$ cat src/core_params.svh
//==========================================================
// core width macros
//==========================================================
`ifndef CORE_PARAMS_SVH
`define CORE_PARAMS_SVH

// datapath widths of the rv32 core
`define DATA_WIDTH	32		// operand and result width
`define ADDR_WIDTH	`DATA_WIDTH	// data memory address width
`define SHAMT_WIDTH	5		// shift amount taken from src2
`define RD_WIDTH	5		// register index without the none bit

// reset and bubble values
`define RD_NONE		32		// rd with only the top bit set
`define DATA_RST	0		// result and store data after reset

`endif

$ cat src/core_types_pkg.sv
//==========================================================
// core vector types
//==========================================================
`include "core_params.svh"

package core_types_pkg;

	// operand or result of the datapath
	typedef logic [`DATA_WIDTH-1:0] data_t;

	// byte address into data memory
	typedef logic [`ADDR_WIDTH-1:0] addr_t;

	// destination index, msb set means no write back
	typedef logic [`RD_WIDTH:0] rd_t;

	// shift amount for sll, srl and sra
	typedef logic [`SHAMT_WIDTH-1:0] shamt_t;

endpackage

$ cat src/ex_ctrl_pkg.sv
//==========================================================
// execute stage control bundles
//==========================================================
`include "core_params.svh"

package ex_ctrl_pkg;

	import core_types_pkg::*;

	// one-hot operation strobes from the decoder
	typedef struct packed {
		logic add;		// rs1 + rs2
		logic sub;		// rs1 - rs2
		logic slt;		// signed less than
		logic sltu;		// unsigned less than
		logic and_op;		// bitwise and
		logic or_op;		// bitwise or
		logic xor_op;		// bitwise xor
		logic sll;		// shift left logical
		logic srl;		// shift right logical
		logic sra;		// shift right arithmetic
		logic mul;		// low half of product
		logic mulh;		// high half, signed x signed
		logic mulhsu;		// high half, signed x unsigned
		logic mulhu;		// high half, unsigned x unsigned
		logic src2_only;	// lui and jump link bypass
	} alu_ctrl_t;

	// multiply strobes seen by the multiplier
	typedef struct packed {
		logic mul;
		logic mulh;
		logic mulhsu;
		logic mulhu;
	} mul_ctrl_t;

	// branch condition strobes
	typedef struct packed {
		logic beq;		// rs1 == rs2
		logic bne;		// rs1 != rs2
		logic blt;		// signed rs1 < rs2
		logic bge;		// signed rs1 >= rs2
		logic bltu;		// unsigned rs1 < rs2
		logic bgeu;		// unsigned rs1 >= rs2
	} br_ctrl_t;

	// memory access controls
	typedef struct packed {
		logic load;		// load instruction
		logic store;		// store instruction
		logic mem_h;		// halfword access
		logic mem_b;		// byte access
		logic mem_u;		// zero extend loaded half or byte
	} mem_ctrl_t;

	// everything the MEM stage takes from EX
	typedef struct packed {
		data_t result;		// alu result, also the address
		rd_t rd;		// destination register
		mem_ctrl_t ctrl;	// access type
		data_t store_data;	// rs2 value for stores
	} mem_stage_t;

	// empty slot, used at reset and for bubbles
	localparam mem_stage_t MEM_BUBBLE = '{
		result: data_t'(`DATA_RST),
		rd: rd_t'(`RD_NONE),
		ctrl: '0,
		store_data: data_t'(`DATA_RST)
	};

endpackage

$ cat src/mul_unit.sv
//==========================================================
// single cycle multiplier
//==========================================================
`timescale 1ns/100ps
`include "core_params.svh"

module mul_unit (
	input  core_types_pkg::data_t	src1_i,		// multiplicand
	input  core_types_pkg::data_t	src2_i,		// multiplier
	input  ex_ctrl_pkg::mul_ctrl_t	mul_ctrl_i,	// which multiply, at most one set
	output core_types_pkg::data_t	mul_result_o	// selected product half
);

	import core_types_pkg::*;

	logic src1_signed;			// src1 read as two's complement
	logic src2_signed;			// src2 read as two's complement
	logic src1_neg;				// src1 is a negative signed value
	logic src2_neg;				// src2 is a negative signed value
	data_t src1_mag;			// absolute value of src1
	data_t src2_mag;			// absolute value of src2
	logic prod_neg;				// product needs its sign restored
	logic use_high;				// one of the high half ops
	logic [2*`DATA_WIDTH-1:0] prod_mag;	// unsigned product of magnitudes
	logic [2*`DATA_WIDTH-1:0] prod;		// signed product

	// mulhu treats both unsigned, mulhsu only src2
	assign src1_signed = mul_ctrl_i.mul | mul_ctrl_i.mulh | mul_ctrl_i.mulhsu;
	assign src2_signed = mul_ctrl_i.mul | mul_ctrl_i.mulh;

	assign src1_neg = src1_signed & src1_i[`DATA_WIDTH-1];
	assign src2_neg = src2_signed & src2_i[`DATA_WIDTH-1];

	// most negative value maps onto 2^31, still fits unsigned
	assign src1_mag = src1_neg ? (~src1_i + 1'b1) : src1_i;
	assign src2_mag = src2_neg ? (~src2_i + 1'b1) : src2_i;

	assign prod_mag = {{`DATA_WIDTH{1'b0}}, src1_mag} * {{`DATA_WIDTH{1'b0}}, src2_mag};

	// a zero operand gives a positive zero
	assign prod_neg = (src1_neg ^ src2_neg) & (|src1_i) & (|src2_i);
	assign prod = prod_neg ? (~prod_mag + 1'b1) : prod_mag;

	assign use_high = mul_ctrl_i.mulh | mul_ctrl_i.mulhsu | mul_ctrl_i.mulhu;

	// low half for mul, upper half otherwise, zero with no strobe
	assign mul_result_o = ({`DATA_WIDTH{mul_ctrl_i.mul}} & prod[`DATA_WIDTH-1:0])
		| ({`DATA_WIDTH{use_high}} & prod[2*`DATA_WIDTH-1:`DATA_WIDTH]);

endmodule

$ cat src/alu_core.sv
//==========================================================
// integer alu with multiplier
//==========================================================
`timescale 1ns/100ps
`include "core_params.svh"

module alu_core (
	input  core_types_pkg::data_t	src1_i,		// rs1 value or pc
	input  core_types_pkg::data_t	src2_i,		// rs2 value or immediate
	input  ex_ctrl_pkg::alu_ctrl_t	alu_ctrl_i,	// one-hot operation select
	output core_types_pkg::data_t	alu_result_o	// result, also forwarded to dec
);

	import core_types_pkg::*;
	import ex_ctrl_pkg::*;

	shamt_t shamt;				// low bits of src2
	data_t adder_b;				// src2 or its inverse for sub
	data_t adder_res;			// shared add and sub result
	data_t slt_res;
	data_t sltu_res;
	data_t and_res;
	data_t or_res;
	data_t xor_res;
	data_t sll_res;
	data_t srl_res;
	data_t sra_res;
	logic signed [`DATA_WIDTH-1:0] sra_full;	// ungated arithmetic shift
	mul_ctrl_t mul_ctrl;			// multiply strobes only
	data_t mul_res;				// already gated inside mul_unit
	data_t op_res;				// merge of all gated results

	// one adder, sub uses a + ~b + 1
	assign adder_b = alu_ctrl_i.sub ? ~src2_i : src2_i;
	assign adder_res = (alu_ctrl_i.add | alu_ctrl_i.sub) ?
		(src1_i + adder_b + alu_ctrl_i.sub) : '0;

	// set-less-than yields 0 or 1
	assign slt_res = {{(`DATA_WIDTH-1){1'b0}},
		alu_ctrl_i.slt & ($signed(src1_i) < $signed(src2_i))};
	assign sltu_res = {{(`DATA_WIDTH-1){1'b0}}, alu_ctrl_i.sltu & (src1_i < src2_i)};

	assign and_res = alu_ctrl_i.and_op ? (src1_i & src2_i) : '0;
	assign or_res  = alu_ctrl_i.or_op  ? (src1_i | src2_i) : '0;
	assign xor_res = alu_ctrl_i.xor_op ? (src1_i ^ src2_i) : '0;

	assign shamt = src2_i[`SHAMT_WIDTH-1:0];

	assign sll_res = alu_ctrl_i.sll ? (src1_i << shamt) : '0;
	assign srl_res = alu_ctrl_i.srl ? (src1_i >> shamt) : '0;

	// kept apart from the gate so the shift stays signed
	assign sra_full = $signed(src1_i) >>> shamt;
	assign sra_res = alu_ctrl_i.sra ? data_t'(sra_full) : '0;

	assign mul_ctrl = '{
		mul: alu_ctrl_i.mul,
		mulh: alu_ctrl_i.mulh,
		mulhsu: alu_ctrl_i.mulhsu,
		mulhu: alu_ctrl_i.mulhu
	};

	mul_unit mul_unit_i (
		.src1_i		(src1_i),
		.src2_i		(src2_i),
		.mul_ctrl_i	(mul_ctrl),
		.mul_result_o	(mul_res)
	);

	// unselected ops are zero so a plain or picks the one result
	assign op_res = adder_res | slt_res | sltu_res | and_res | or_res | xor_res
		| sll_res | srl_res | sra_res | mul_res;

	// lui and jal/jalr link value pass src2 through
	assign alu_result_o = alu_ctrl_i.src2_only ? src2_i : op_res;

endmodule

$ cat src/branch_cond.sv
//==========================================================
// branch condition check
//==========================================================
`timescale 1ns/100ps

module branch_cond (
	input  core_types_pkg::data_t	src1_i,		// rs1 value
	input  core_types_pkg::data_t	src2_i,		// rs2 value
	input  ex_ctrl_pkg::br_ctrl_t	br_ctrl_i,	// branch type, at most one set
	output logic			branch_taken_o	// condition met
);

	logic eq;		// rs1 == rs2
	logic lt_s;		// rs1 < rs2 signed
	logic lt_u;		// rs1 < rs2 unsigned
	logic beq_taken;
	logic bne_taken;
	logic blt_taken;
	logic bge_taken;
	logic bltu_taken;
	logic bgeu_taken;

	// comparators independent of the alu strobes
	assign eq   = (src1_i == src2_i);
	assign lt_s = ($signed(src1_i) < $signed(src2_i));
	assign lt_u = (src1_i < src2_i);

	assign beq_taken  = br_ctrl_i.beq  & eq;
	assign bne_taken  = br_ctrl_i.bne  & ~eq;
	assign blt_taken  = br_ctrl_i.blt  & lt_s;
	assign bge_taken  = br_ctrl_i.bge  & ~lt_s;	// ge is not lt
	assign bltu_taken = br_ctrl_i.bltu & lt_u;
	assign bgeu_taken = br_ctrl_i.bgeu & ~lt_u;

	// zero when no branch strobe is set
	assign branch_taken_o = beq_taken | bne_taken | blt_taken | bge_taken
		| bltu_taken | bgeu_taken;

endmodule

$ cat src/ex_mem_reg.sv
//==========================================================
// EX to MEM pipeline register
//==========================================================
`timescale 1ns/100ps

module ex_mem_reg (
	input  logic			cpu_clk,	// cpu clock
	input  logic			cpu_rstn,	// async reset, active low
	input  logic			dec_valid_i,	// EX holds a real instruction
	input  logic			mem_ready_i,	// MEM can take a new entry
	input  core_types_pkg::data_t	result_i,	// alu result at EX
	input  core_types_pkg::rd_t	rd_i,		// destination at EX
	input  ex_ctrl_pkg::mem_ctrl_t	mem_ctrl_i,	// memory controls at EX
	input  core_types_pkg::data_t	store_data_i,	// store source at EX
	output logic			ex_valid_o,	// MEM register written at least once
	output ex_ctrl_pkg::mem_stage_t	mem_stage_o,	// registered MEM bundle
	output core_types_pkg::addr_t	mem_addr_o	// data memory address at MEM
);

	import ex_ctrl_pkg::*;

	mem_stage_t mem_next;		// value loaded at the next ready edge

	// no valid instruction from dec turns into a bubble
	always_comb
	begin
		if (dec_valid_i)
		begin
			mem_next = '{
				result: result_i,
				rd: rd_i,
				ctrl: mem_ctrl_i,
				store_data: store_data_i
			};
		end
		else
		begin
			mem_next = MEM_BUBBLE;
		end
	end

	// holds everything while MEM stalls
	always_ff @(posedge cpu_clk or negedge cpu_rstn)
	begin
		if (!cpu_rstn)
		begin
			mem_stage_o <= MEM_BUBBLE;
			ex_valid_o <= 1'b0;
		end
		else if (mem_ready_i)
		begin
			mem_stage_o <= mem_next;
			ex_valid_o <= 1'b1;	// sticky once written
		end
	end

	// address only for real accesses, zero keeps the bus quiet
	assign mem_addr_o = (mem_stage_o.ctrl.load | mem_stage_o.ctrl.store) ?
		mem_stage_o.result : '0;

endmodule

$ cat src/ex_stage.sv
//==========================================================
// execute stage top
//==========================================================
`timescale 1ns/100ps

module ex_stage (
	input  logic			cpu_clk,	// cpu clock
	input  logic			cpu_rstn,	// async reset, active low
	input  logic			dec_valid_i,	// operands from dec are valid
	input  core_types_pkg::data_t	src1_i,		// source 1 at EX
	input  core_types_pkg::data_t	src2_i,		// source 2 at EX
	input  ex_ctrl_pkg::alu_ctrl_t	alu_ctrl_i,	// alu operation strobes
	input  ex_ctrl_pkg::br_ctrl_t	br_ctrl_i,	// branch strobes
	input  ex_ctrl_pkg::mem_ctrl_t	mem_ctrl_i,	// memory access controls
	input  core_types_pkg::data_t	store_data_i,	// store source data
	input  core_types_pkg::rd_t	rd_i,		// destination at EX
	input  logic			mem_ready_i,	// MEM stage ready level
	output logic			ex_ready_o,	// EX can accept from dec
	output core_types_pkg::data_t	alu_result_o,	// EX result, forwarded to dec
	output logic			branch_taken_o,	// branch condition met
	output logic			ex_valid_o,	// MEM register written
	output ex_ctrl_pkg::mem_stage_t	mem_stage_o,	// bundle at MEM
	output core_types_pkg::addr_t	mem_addr_o	// memory address at MEM
);

	import core_types_pkg::*;

	data_t alu_result;		// shared by output and MEM register

	alu_core alu_core_i (
		.src1_i		(src1_i),
		.src2_i		(src2_i),
		.alu_ctrl_i	(alu_ctrl_i),
		.alu_result_o	(alu_result)
	);

	branch_cond branch_cond_i (
		.src1_i		(src1_i),
		.src2_i		(src2_i),
		.br_ctrl_i	(br_ctrl_i),
		.branch_taken_o	(branch_taken_o)
	);

	ex_mem_reg ex_mem_reg_i (
		.cpu_clk	(cpu_clk),
		.cpu_rstn	(cpu_rstn),
		.dec_valid_i	(dec_valid_i),
		.mem_ready_i	(mem_ready_i),
		.result_i	(alu_result),
		.rd_i		(rd_i),
		.mem_ctrl_i	(mem_ctrl_i),
		.store_data_i	(store_data_i),
		.ex_valid_o	(ex_valid_o),
		.mem_stage_o	(mem_stage_o),
		.mem_addr_o	(mem_addr_o)
	);

	assign alu_result_o = alu_result;
	assign ex_ready_o = mem_ready_i;	// single cycle EX only stalls on MEM

endmodule

$ cat config.mk
export PLATFORM = sky130hd
export DESIGN_NAME = ex_stage
export DESIGN_NICKNAME = d
export VERILOG_FILES = /design/src/core_types_pkg.sv /design/src/ex_ctrl_pkg.sv /design/src/mul_unit.sv /design/src/alu_core.sv /design/src/branch_cond.sv /design/src/ex_mem_reg.sv /design/src/ex_stage.sv
export VERILOG_INCLUDE_DIRS = /design/src /design/src/src
export SDC_FILE = /design/constraint.sdc
export NUM_CORES = 2
export LEC_CHECK = 0
export BUFFER_PORTS_ARGS = -buffer_cell sky130_fd_sc_hd__buf_2
export CORE_ASPECT_RATIO = 0.75
export CORE_MARGIN = 2
export CORE_UTILIZATION = 44
export CTS_BUF_LIST = sky130_fd_sc_hd__clkbuf_4 sky130_fd_sc_hd__clkbuf_8 sky130_fd_sc_hd__clkbuf_16
export DETAILED_ROUTE_END_ITERATION = 8
export GPL_TIMING_DRIVEN = 1
export PLACE_DENSITY = 0.67
export SLEW_MARGIN = 20
export SYNTH_ARGS = -nofsm -noshare
export SYNTH_HDL_FRONTEND = slang
export SYNTH_HIERARCHICAL = 1
export SYNTH_SLANG_ARGS = --single-unit
$ cat constraint.sdc
create_clock -name cpu_clk -period 14.2 [get_ports cpu_clk]
set_input_delay 0 -clock cpu_clk [delete_from_list [all_inputs] [get_ports cpu_clk]]
set_output_delay 0 -clock cpu_clk [all_outputs]
set_load 0.03 [all_outputs]
== Word-level counts from Yosys, hierarchy flattened ==
Index checks and enable logic that the tools add are counted.
W data, S select, Z words.
Word-level totals
  flip-flop bits (word level): 76
  latch bits: 0
  memory bits (writable): 0
  ROM bits: 0
  output and inout port bits: 142
  word-level logic and storage cells: 82
  memories: 0
Cells by class
  add/subtract/negate cells: 5
  multipliers: 1
  divide/modulo/power cells: 0
  magnitude comparators: 2
  equal/unequal tests: 1
  shift-type cells: 3
  multiplexer cells: 14
  bitwise operators: 45
  reduce and logical (&&, ||, !) cells: 2
Operators by type and width (number)
  $mux W32: 12
  $or A32 B32 Y32: 9
  $and A32 B32 Y32: 3
  $mux W75: 1
  $add A32 B1 Y32 const B: 2
  $add A64 B1 Y64 const B: 1
  $lt A32 B32 Y1: 2
  $mul A32 B32 Y64: 1
  $mux W64: 1
  $not A32 Y32: 2
  $not A64 Y64: 1
  $or A32 B1 Y32: 2
  $reduce_or A32 Y1: 2
  $add A32 B1 Y32: 1
  $add A32 B32 Y32: 1
  $eq A32 B32 Y1: 1
  $shl A32 B5 Y32: 1
  $shr A32 B5 Y32: 1
  $sshr A32 B5 Y32: 1
  $xor A32 B32 Y32: 1
  $and A1 B1 Y1: 12
  $or A1 B1 Y1: 11
  $not A1 Y1: 3
  $xor A1 B1 Y1: 1

== Longest topological paths before layout ==
  word-level depth: 16
  mapped depth: 48
  mapped depth without buffers: 45

== Cells and area by module ==
The synthesis kept the hierarchy.
By module, submodules not included
  mul_unit: instances 1, cells each 4492, area each 36874.1 um^2, sequential area each 0.0 um^2
  alu_core: instances 1, cells each 1187, area each 8076.5 um^2, sequential area each 0.0 um^2
  ex_mem_reg: instances 1, cells each 363, area each 3285.7 um^2, sequential area each 1903.1 um^2
  branch_cond: instances 1, cells each 125, area each 908.4 um^2, sequential area each 0.0 um^2
  ex_stage: instances 1, cells each 1, area each 7.5 um^2, sequential area each 0.0 um^2

== Least setup slack after synthesis ==
Ideal clock, no wire load.
  kind: input-to-reg
  from: input port src1_i[12]
  to: register ex_mem_reg_i/mem_stage_o[72] (netlist name)
  setup time: 0.077 ns
  arrival time: 11.313 ns
  required time: 14.123 ns
  slack: 2.811 ns
  cell stages on the path: 41
  buffers on the path: 4
  cells stage by stage: clkbuf_1 > or4_1 > or4_1 > or4_1 > o21ai_0 > xor2_1 > clkbuf_1 > nor2_1 > fa_1 > inv_1 > fa_1 > fa_1 > fa_1 > inv_1 > fa_1 > fa_1 > fa_1 > inv_1 > (+5 left out) > nor4_1 > nand2_1 > a21oi_1 > nor3_1 > xnor2_1 > or3_1 > nor4_2 > buf_2 > nand4_1 > o2111ai_1 > nor3b_1 > a21oi_1 > o2111ai_1 > a31o_2 > a31oi_1 > a32oi_1 > nand3_1 > o21ai_1
On the way
  elaborated cells between the ends (all ways): 33
RTL lines
  start: declaration: RTL line ex_stage.sv:10  | input core_types_pkg::data_t src1_i,
  $not A32 Y32: RTL line mul_unit.sv:35  | assign src1_mag = src1_neg ? (~src1_i + 1'b1) : src1_i;
  $add A32 B1 Y32: RTL line mul_unit.sv:35
  $mux W32: RTL line mul_unit.sv:35
  $mul A32 B32 Y64: RTL line mul_unit.sv:38  | assign prod_mag = {{`DATA_WIDTH{1'b0}}, src1_mag} * {{`DATA_WIDTH{1'b0}}, src2_mag};
  $not A64 Y64: RTL line mul_unit.sv:42  | assign prod = prod_neg ? (~prod_mag + 1'b1) : prod_mag;
  $add A64 B1 Y64: RTL line mul_unit.sv:42
  $mux W64 *: RTL line mul_unit.sv:42
  $and A32 B32 Y32 (on tied branches): RTL line mul_unit.sv:47, mul_unit.sv:48
  $or A32 B32 Y32 *: RTL line mul_unit.sv:47  | assign mul_result_o = ({`DATA_WIDTH{mul_ctrl_i.mul}} & prod[`DATA_WIDTH-1:0])
  net alu_core_i.mul_res[29]: RTL line alu_core.sv:30  | data_t mul_res;
  $or A32 B32 Y32 *: RTL line alu_core.sv:72  | | sll_res | srl_res | sra_res | mul_res;
  $mux W32 *: RTL line alu_core.sv:75  | assign alu_result_o = alu_ctrl_i.src2_only ? src2_i : op_res;
  net alu_result_o[29]: RTL line ex_stage.sv:19  | output core_types_pkg::data_t alu_result_o,
  $mux W75 *: RTL line ex_mem_reg.sv:27  | if (dec_valid_i)
Mark *: on every way through the listed nets, which the timed path passes. The rest lies on a longest branch.
A chain may end at the register's enable or synchronous reset.

== Final worst setup path ==
  from: input port src1_i[4]
  to: output port alu_result_o[27]
On the way
  elaborated cells between the ends (all ways): 32
RTL lines (RTL line)
  $not A32 Y32: mul_unit.sv:35
  $add A32 B1 Y32: mul_unit.sv:35
  $mux W32: mul_unit.sv:35
  $mul A32 B32 Y64: mul_unit.sv:38
  $not A64 Y64: mul_unit.sv:42
  $add A64 B1 Y64: mul_unit.sv:42
  $mux W64 *: mul_unit.sv:42
  $and A32 B32 Y32 (on tied branches): mul_unit.sv:47, mul_unit.sv:48
  $or A32 B32 Y32 *: mul_unit.sv:47
  net alu_core_i.mul_res[27]: alu_core.sv:30
  $or A32 B32 Y32 *: alu_core.sv:72
  $mux W32 *: alu_core.sv:75
  end: declaration: ex_stage.sv:19
Marked as above.

==> impl_metrics.prom <==
# TYPE chip_impl_metric gauge
chip_impl_metric{name="detail_route.vias_per_cell",unit=""} 6.02
chip_impl_metric{name="buffer_ports.inserted",unit=""} 273
chip_impl_metric{name="floorplan.die_area",unit="µm²"} 114000
chip_impl_metric{name="grt_start_max_net_pins",unit=""} 101
chip_impl_metric{name="synth-warning-count",unit=""} 6
chip_impl_metric{name="core.rowCount",unit=""} 106
chip_impl_metric{name="cts_made_buffers",unit=""} 9
chip_impl_metric{name="synth_top_area_share",unit=""} 0.365
chip_impl_metric{name="syn-mean-instance-area",unit="µm²"} 7.97
chip_impl_info{name="path_delay_family",value="simple AND/OR/NAND/NOR gates"} 1
chip_impl_metric{name="final_min_period_over_clock_period",unit=""} 0.952
chip_impl_metric{name="synth_xor_xnor_area_share",unit=""} 0.0449
chip_impl_info{name="cts_tree",value="built"} 1
chip_impl_metric{name="post_route_cells_drive_above_1_share",unit=""} 0.0995
chip_impl_metric{name="synth_simple_gate_area_frac",unit=""} 0.179
chip_impl_info{name="cts_root_buffer",value="clkbuf_16"} 1
chip_impl_metric{name="clock_insertion_delay_worst_skew",unit="ns"} 0.34
chip_impl_metric{name="timing.critical_path.buf_inv",unit=""} 7
chip_impl_metric{name="placeableCoreArea",unit="µm²"} 111000
chip_impl_metric{name="clock_skew",unit="ns"} 0
chip_impl_metric{name="tightest_slew",unit="ns"} 1.26
chip_impl_metric{name="worst-r2r-cell-count",unit=""} 2
chip_impl_metric{name="post_synth_num_cell_types",unit=""} 107
chip_impl_metric{name="nets_finish",unit=""} 7810
chip_impl_metric{name="drt-pass1-iter-count",unit=""} 9
chip_impl_info{name="timing.rr.start",value="ex_mem_reg_i/mem_stage_o[42]"} 1
chip_impl_info{name="critical_path.startpoint",value="src1_i[4]"} 1
chip_impl_metric{name="max_freq",unit="GHz"} 0.0740
chip_impl_info{name="setup_repair_after_global_routing_missed_its_margin",value="no"} 1
chip_impl_metric{name="finalWorstPathRequiredPeriod",unit="ns"} 13.52
chip_impl_info{name="crit_type",value="primary input to primary output"} 1
chip_impl_metric{name="maxCapViolCount",unit=""} 0
chip_impl_metric{name="synthesis_to_layout_area_growth",unit="%"} 9.45
chip_impl_metric{name="final_util",unit=""} 0.484
chip_impl_info{name="synth_top_family_by_area",value="adder cells"} 1
chip_impl_metric{name="grt_overflow_total",unit=""} 0
chip_impl_metric{name="synth_fp_nets",unit=""} 7622
chip_impl_metric{name="clock_tree.htree_level_count",unit=""} 3
chip_impl_metric{name="final_hold_viol_count",unit=""} 0
chip_impl_metric{name="die_width",unit="µm"} 390
chip_impl_metric{name="starting_density_of_the_core",unit=""} 0.442
chip_impl_metric{name="post_cts.resized_instances",unit=""} 0
chip_impl_metric{name="via_count",unit=""} 47100
chip_impl_info{name="run_status",value="finished clean"} 1
chip_impl_info{name="ys_dominant_reg_cell",value="dfrtp_1"} 1
chip_impl_metric{name="clock_sink_count",unit=""} 76
chip_impl_metric{name="syn-cell-area",unit="µm²"} 49200
chip_impl_metric{name="number_of_drc_violations_after_detailed_routing_iteration_0",unit=""} 5773
chip_impl_info{name="crit_path_end_kind",value="primary output"} 1
chip_impl_metric{name="routedWlPerCell",unit="µm"} 27.7
chip_impl_metric{name="grt_antenna_before_repair",unit=""} 8
chip_impl_metric{name="synth.mux.area_fraction",unit=""} 0.0256
chip_impl_metric{name="post_synth_fa_ha_maj_area_fraction",unit=""} 0.474
chip_impl_metric{name="grt_pass1_wl",unit="mm"} 317
chip_impl_metric{name="cts.repair_timing.setup_buffer_count",unit=""} 0
chip_impl_metric{name="worst_slew_margin_rel",unit=""} 0.157
chip_impl_metric{name="synthCells",unit=""} 6168
chip_impl_metric{name="final_report_setup_violation_count",unit=""} 0
chip_impl_metric{name="dpl_wire_length",unit="mm"} 178
chip_impl_metric{name="route.detailed.drc",unit=""} 0
chip_impl_metric{name="die_h",unit="µm"} 293
chip_impl_info{name="post_synth_main_area_contributors",value="fa_1 37%, ha_1 11%, inv_1 8.5%"} 1
chip_impl_metric{name="critical_path.max_fanout",unit=""} 14
chip_impl_info{name="slowest_cell_on_the_critical_path",value="xnor2_1"} 1
chip_impl_metric{name="final-max-slew-violation-count",unit=""} 0
chip_impl_metric{name="fill_cells",unit=""} 11000
chip_impl_info{name="critical_path.most_common_cell",value="fa_1"} 1
chip_impl_metric{name="route.final.wire_length",unit="mm"} 217
chip_impl_metric{name="cp_num_cells",unit=""} 40
chip_impl_metric{name="async_reset_ff_frac",unit=""} 1.00
chip_impl_metric{name="worst_setup_hold_path_clk_slew",unit="ns"} 0.06
chip_impl_metric{name="globalplace.congestion",unit=""} 1.08
chip_impl_metric{name="synth-seq-cells",unit=""} 76
chip_impl_metric{name="detail-route-antenna-nets",unit=""} 0
chip_impl_info{name="hold_class",value="primary input to asynchronous set/reset pin"} 1
chip_impl_info{name="synth_top_cell_by_area",value="fa_1"} 1
chip_impl_metric{name="crit_path_max_incr_delay",unit="ns"} 0.92
chip_impl_metric{name="ctsLongestPathBuffers",unit=""} 2
chip_impl_metric{name="tns",unit="ns"} 0
chip_impl_metric{name="pin_count",unit=""} 274
chip_impl_metric{name="grt_use_total",unit=""} 0.378
chip_impl_metric{name="first_global_vias",unit=""} 46700
chip_impl_metric{name="yosysSeqAreaShare",unit=""} 0.0387
chip_impl_info{name="critPathLaunchType",value="primary input"} 1
chip_impl_metric{name="required_time_of_the_critical_path",unit="ns"} 14.20
chip_impl_metric{name="worst_hold_slack",unit="ns"} 0.0829
chip_impl_metric{name="count_of_flip_flops_with_a_built_in_enable_after_synthesis",unit=""} 0
chip_impl_metric{name="synth_compound_gate_area_share",unit=""} 0.125
chip_impl_metric{name="worst_endpoint_data_arrival_time",unit="ns"} 13.52
[worst register-to-register path, stage by stage, from the launching register on]
cell	delay, ns
dfstp_2	0.53
nor2_1	0.06
a31oi_4	0.19
[cell families after synthesis]
kind of cell / Yosys count
simple gates: 2024
buf+inv: 1444
fa+ha+maj: 1322
compound gates: 952
xor+xnor: 251
mux: 99
flops: 76
[what timing repair did]
item / in CTS / in global routing
hold endpoints to repair: 52 / 0
hold buffers: 44 / 0
setup endpoints to repair: 0 / 0
[state kept, by name (all words and copies together) (netlist names)]
| register | count |
|---|---|
| ex_mem_reg_i/ex_valid_o | 1 |
| ex_mem_reg_i/mem_stage_o | 75 |
[path summary, 6_finish.rpt]
check | endpoint | slack, ns
setup / recovery | alu_result_o[27] | 0.68
hold / removal | ex_mem_reg_i/mem_stage_o[63] | 0.08
setup reg to reg | ex_mem_reg_i/mem_stage_o[42] | 13.36
hold reg to reg | ex_mem_reg_i/ex_valid_o | 0.49
max in group asynchronous | ex_mem_reg_i/mem_stage_o[24] | 12.99
min in group cpu_clk | ex_mem_reg_i/mem_stage_o[27] | 0.12
[through the flow]
stage               instance area (µm²)  cells  setup slack (ns)
CTS                               53800   7819              1.21
floorplan                         49200   6168              2.81
detailed placement                53000   7759              1.11
global placement                  53000   7759             0.908
finish                            53800   7828             0.681
global route                      53800   7820             0.285
[per-layer routing]
metal | GRT usage | vias up | routed length [µm]
li1 | - | 20000 | -
met1 | 0.530 | 23700 | 88900
met2 | 0.524 | 2983 | 86200
met3 | 0.153 | 501 | 32900
met4 | 0.124 | 10 | 8960
met5 | 0.00803 | - | 191
[cells in the final DEF, fill, tap and decap left out, types with 75 or more instances in the layout]
cell	netlist	final
o21ai_0	215	214
buf_2	51	270
inv_1	1113	1112
dfrtp_1	75	75
a21oi_1	252	250
xnor2_1	126	87
buf_4	6	189
nand2_1	731	731
ha_1	425	425
nor2_1	807	806
xor2_1	124	103
fa_1	897	897
nand3_1	125	125
[area by class of cell]
class	count	area, µm²	area share
antenna	9	22.5	0.000419
clock buffer	11	246	0.00458
clock inverter	5	82.6	0.00154
inverter	1118	4200	0.0780
multi-input combinational	4648	42300	0.786
sequential	76	1900	0.0354
tap	1458	1820	0.0339
timing repair buffer	503	3210	0.0597
[synthesized netlist by cell type (all sizes together) (11+ instances only)]
library cell / n
nand4: 54
mux2i: 68
a221oi: 17
mux4: 20
a31oi: 40
or4: 14
buf: 89
and3: 17
nand2: 731
and2: 29
mux2: 11
nand3: 126
inv: 1115
nand2b: 32
ha: 425
nor2: 810
a211o: 14
a22oi: 20
or2: 12
nor4: 32
o22ai: 30
xnor2: 127
or3: 34
fa: 897
o2111ai: 23
o31ai: 12
o21bai: 16
a32oi: 13
clkbuf: 237
o211ai: 29
nor2b: 19
o21ai: 276
a21o: 46
nor3: 74
and4: 14
a211oi: 39
o21a: 20
a21oi: 258
dfrtp: 75
a2111oi: 11
xor2: 124
Power is left out: the tool's default activity adds up to more than one toggle a clock period on the data nets, which glitch-free logic cannot reach.
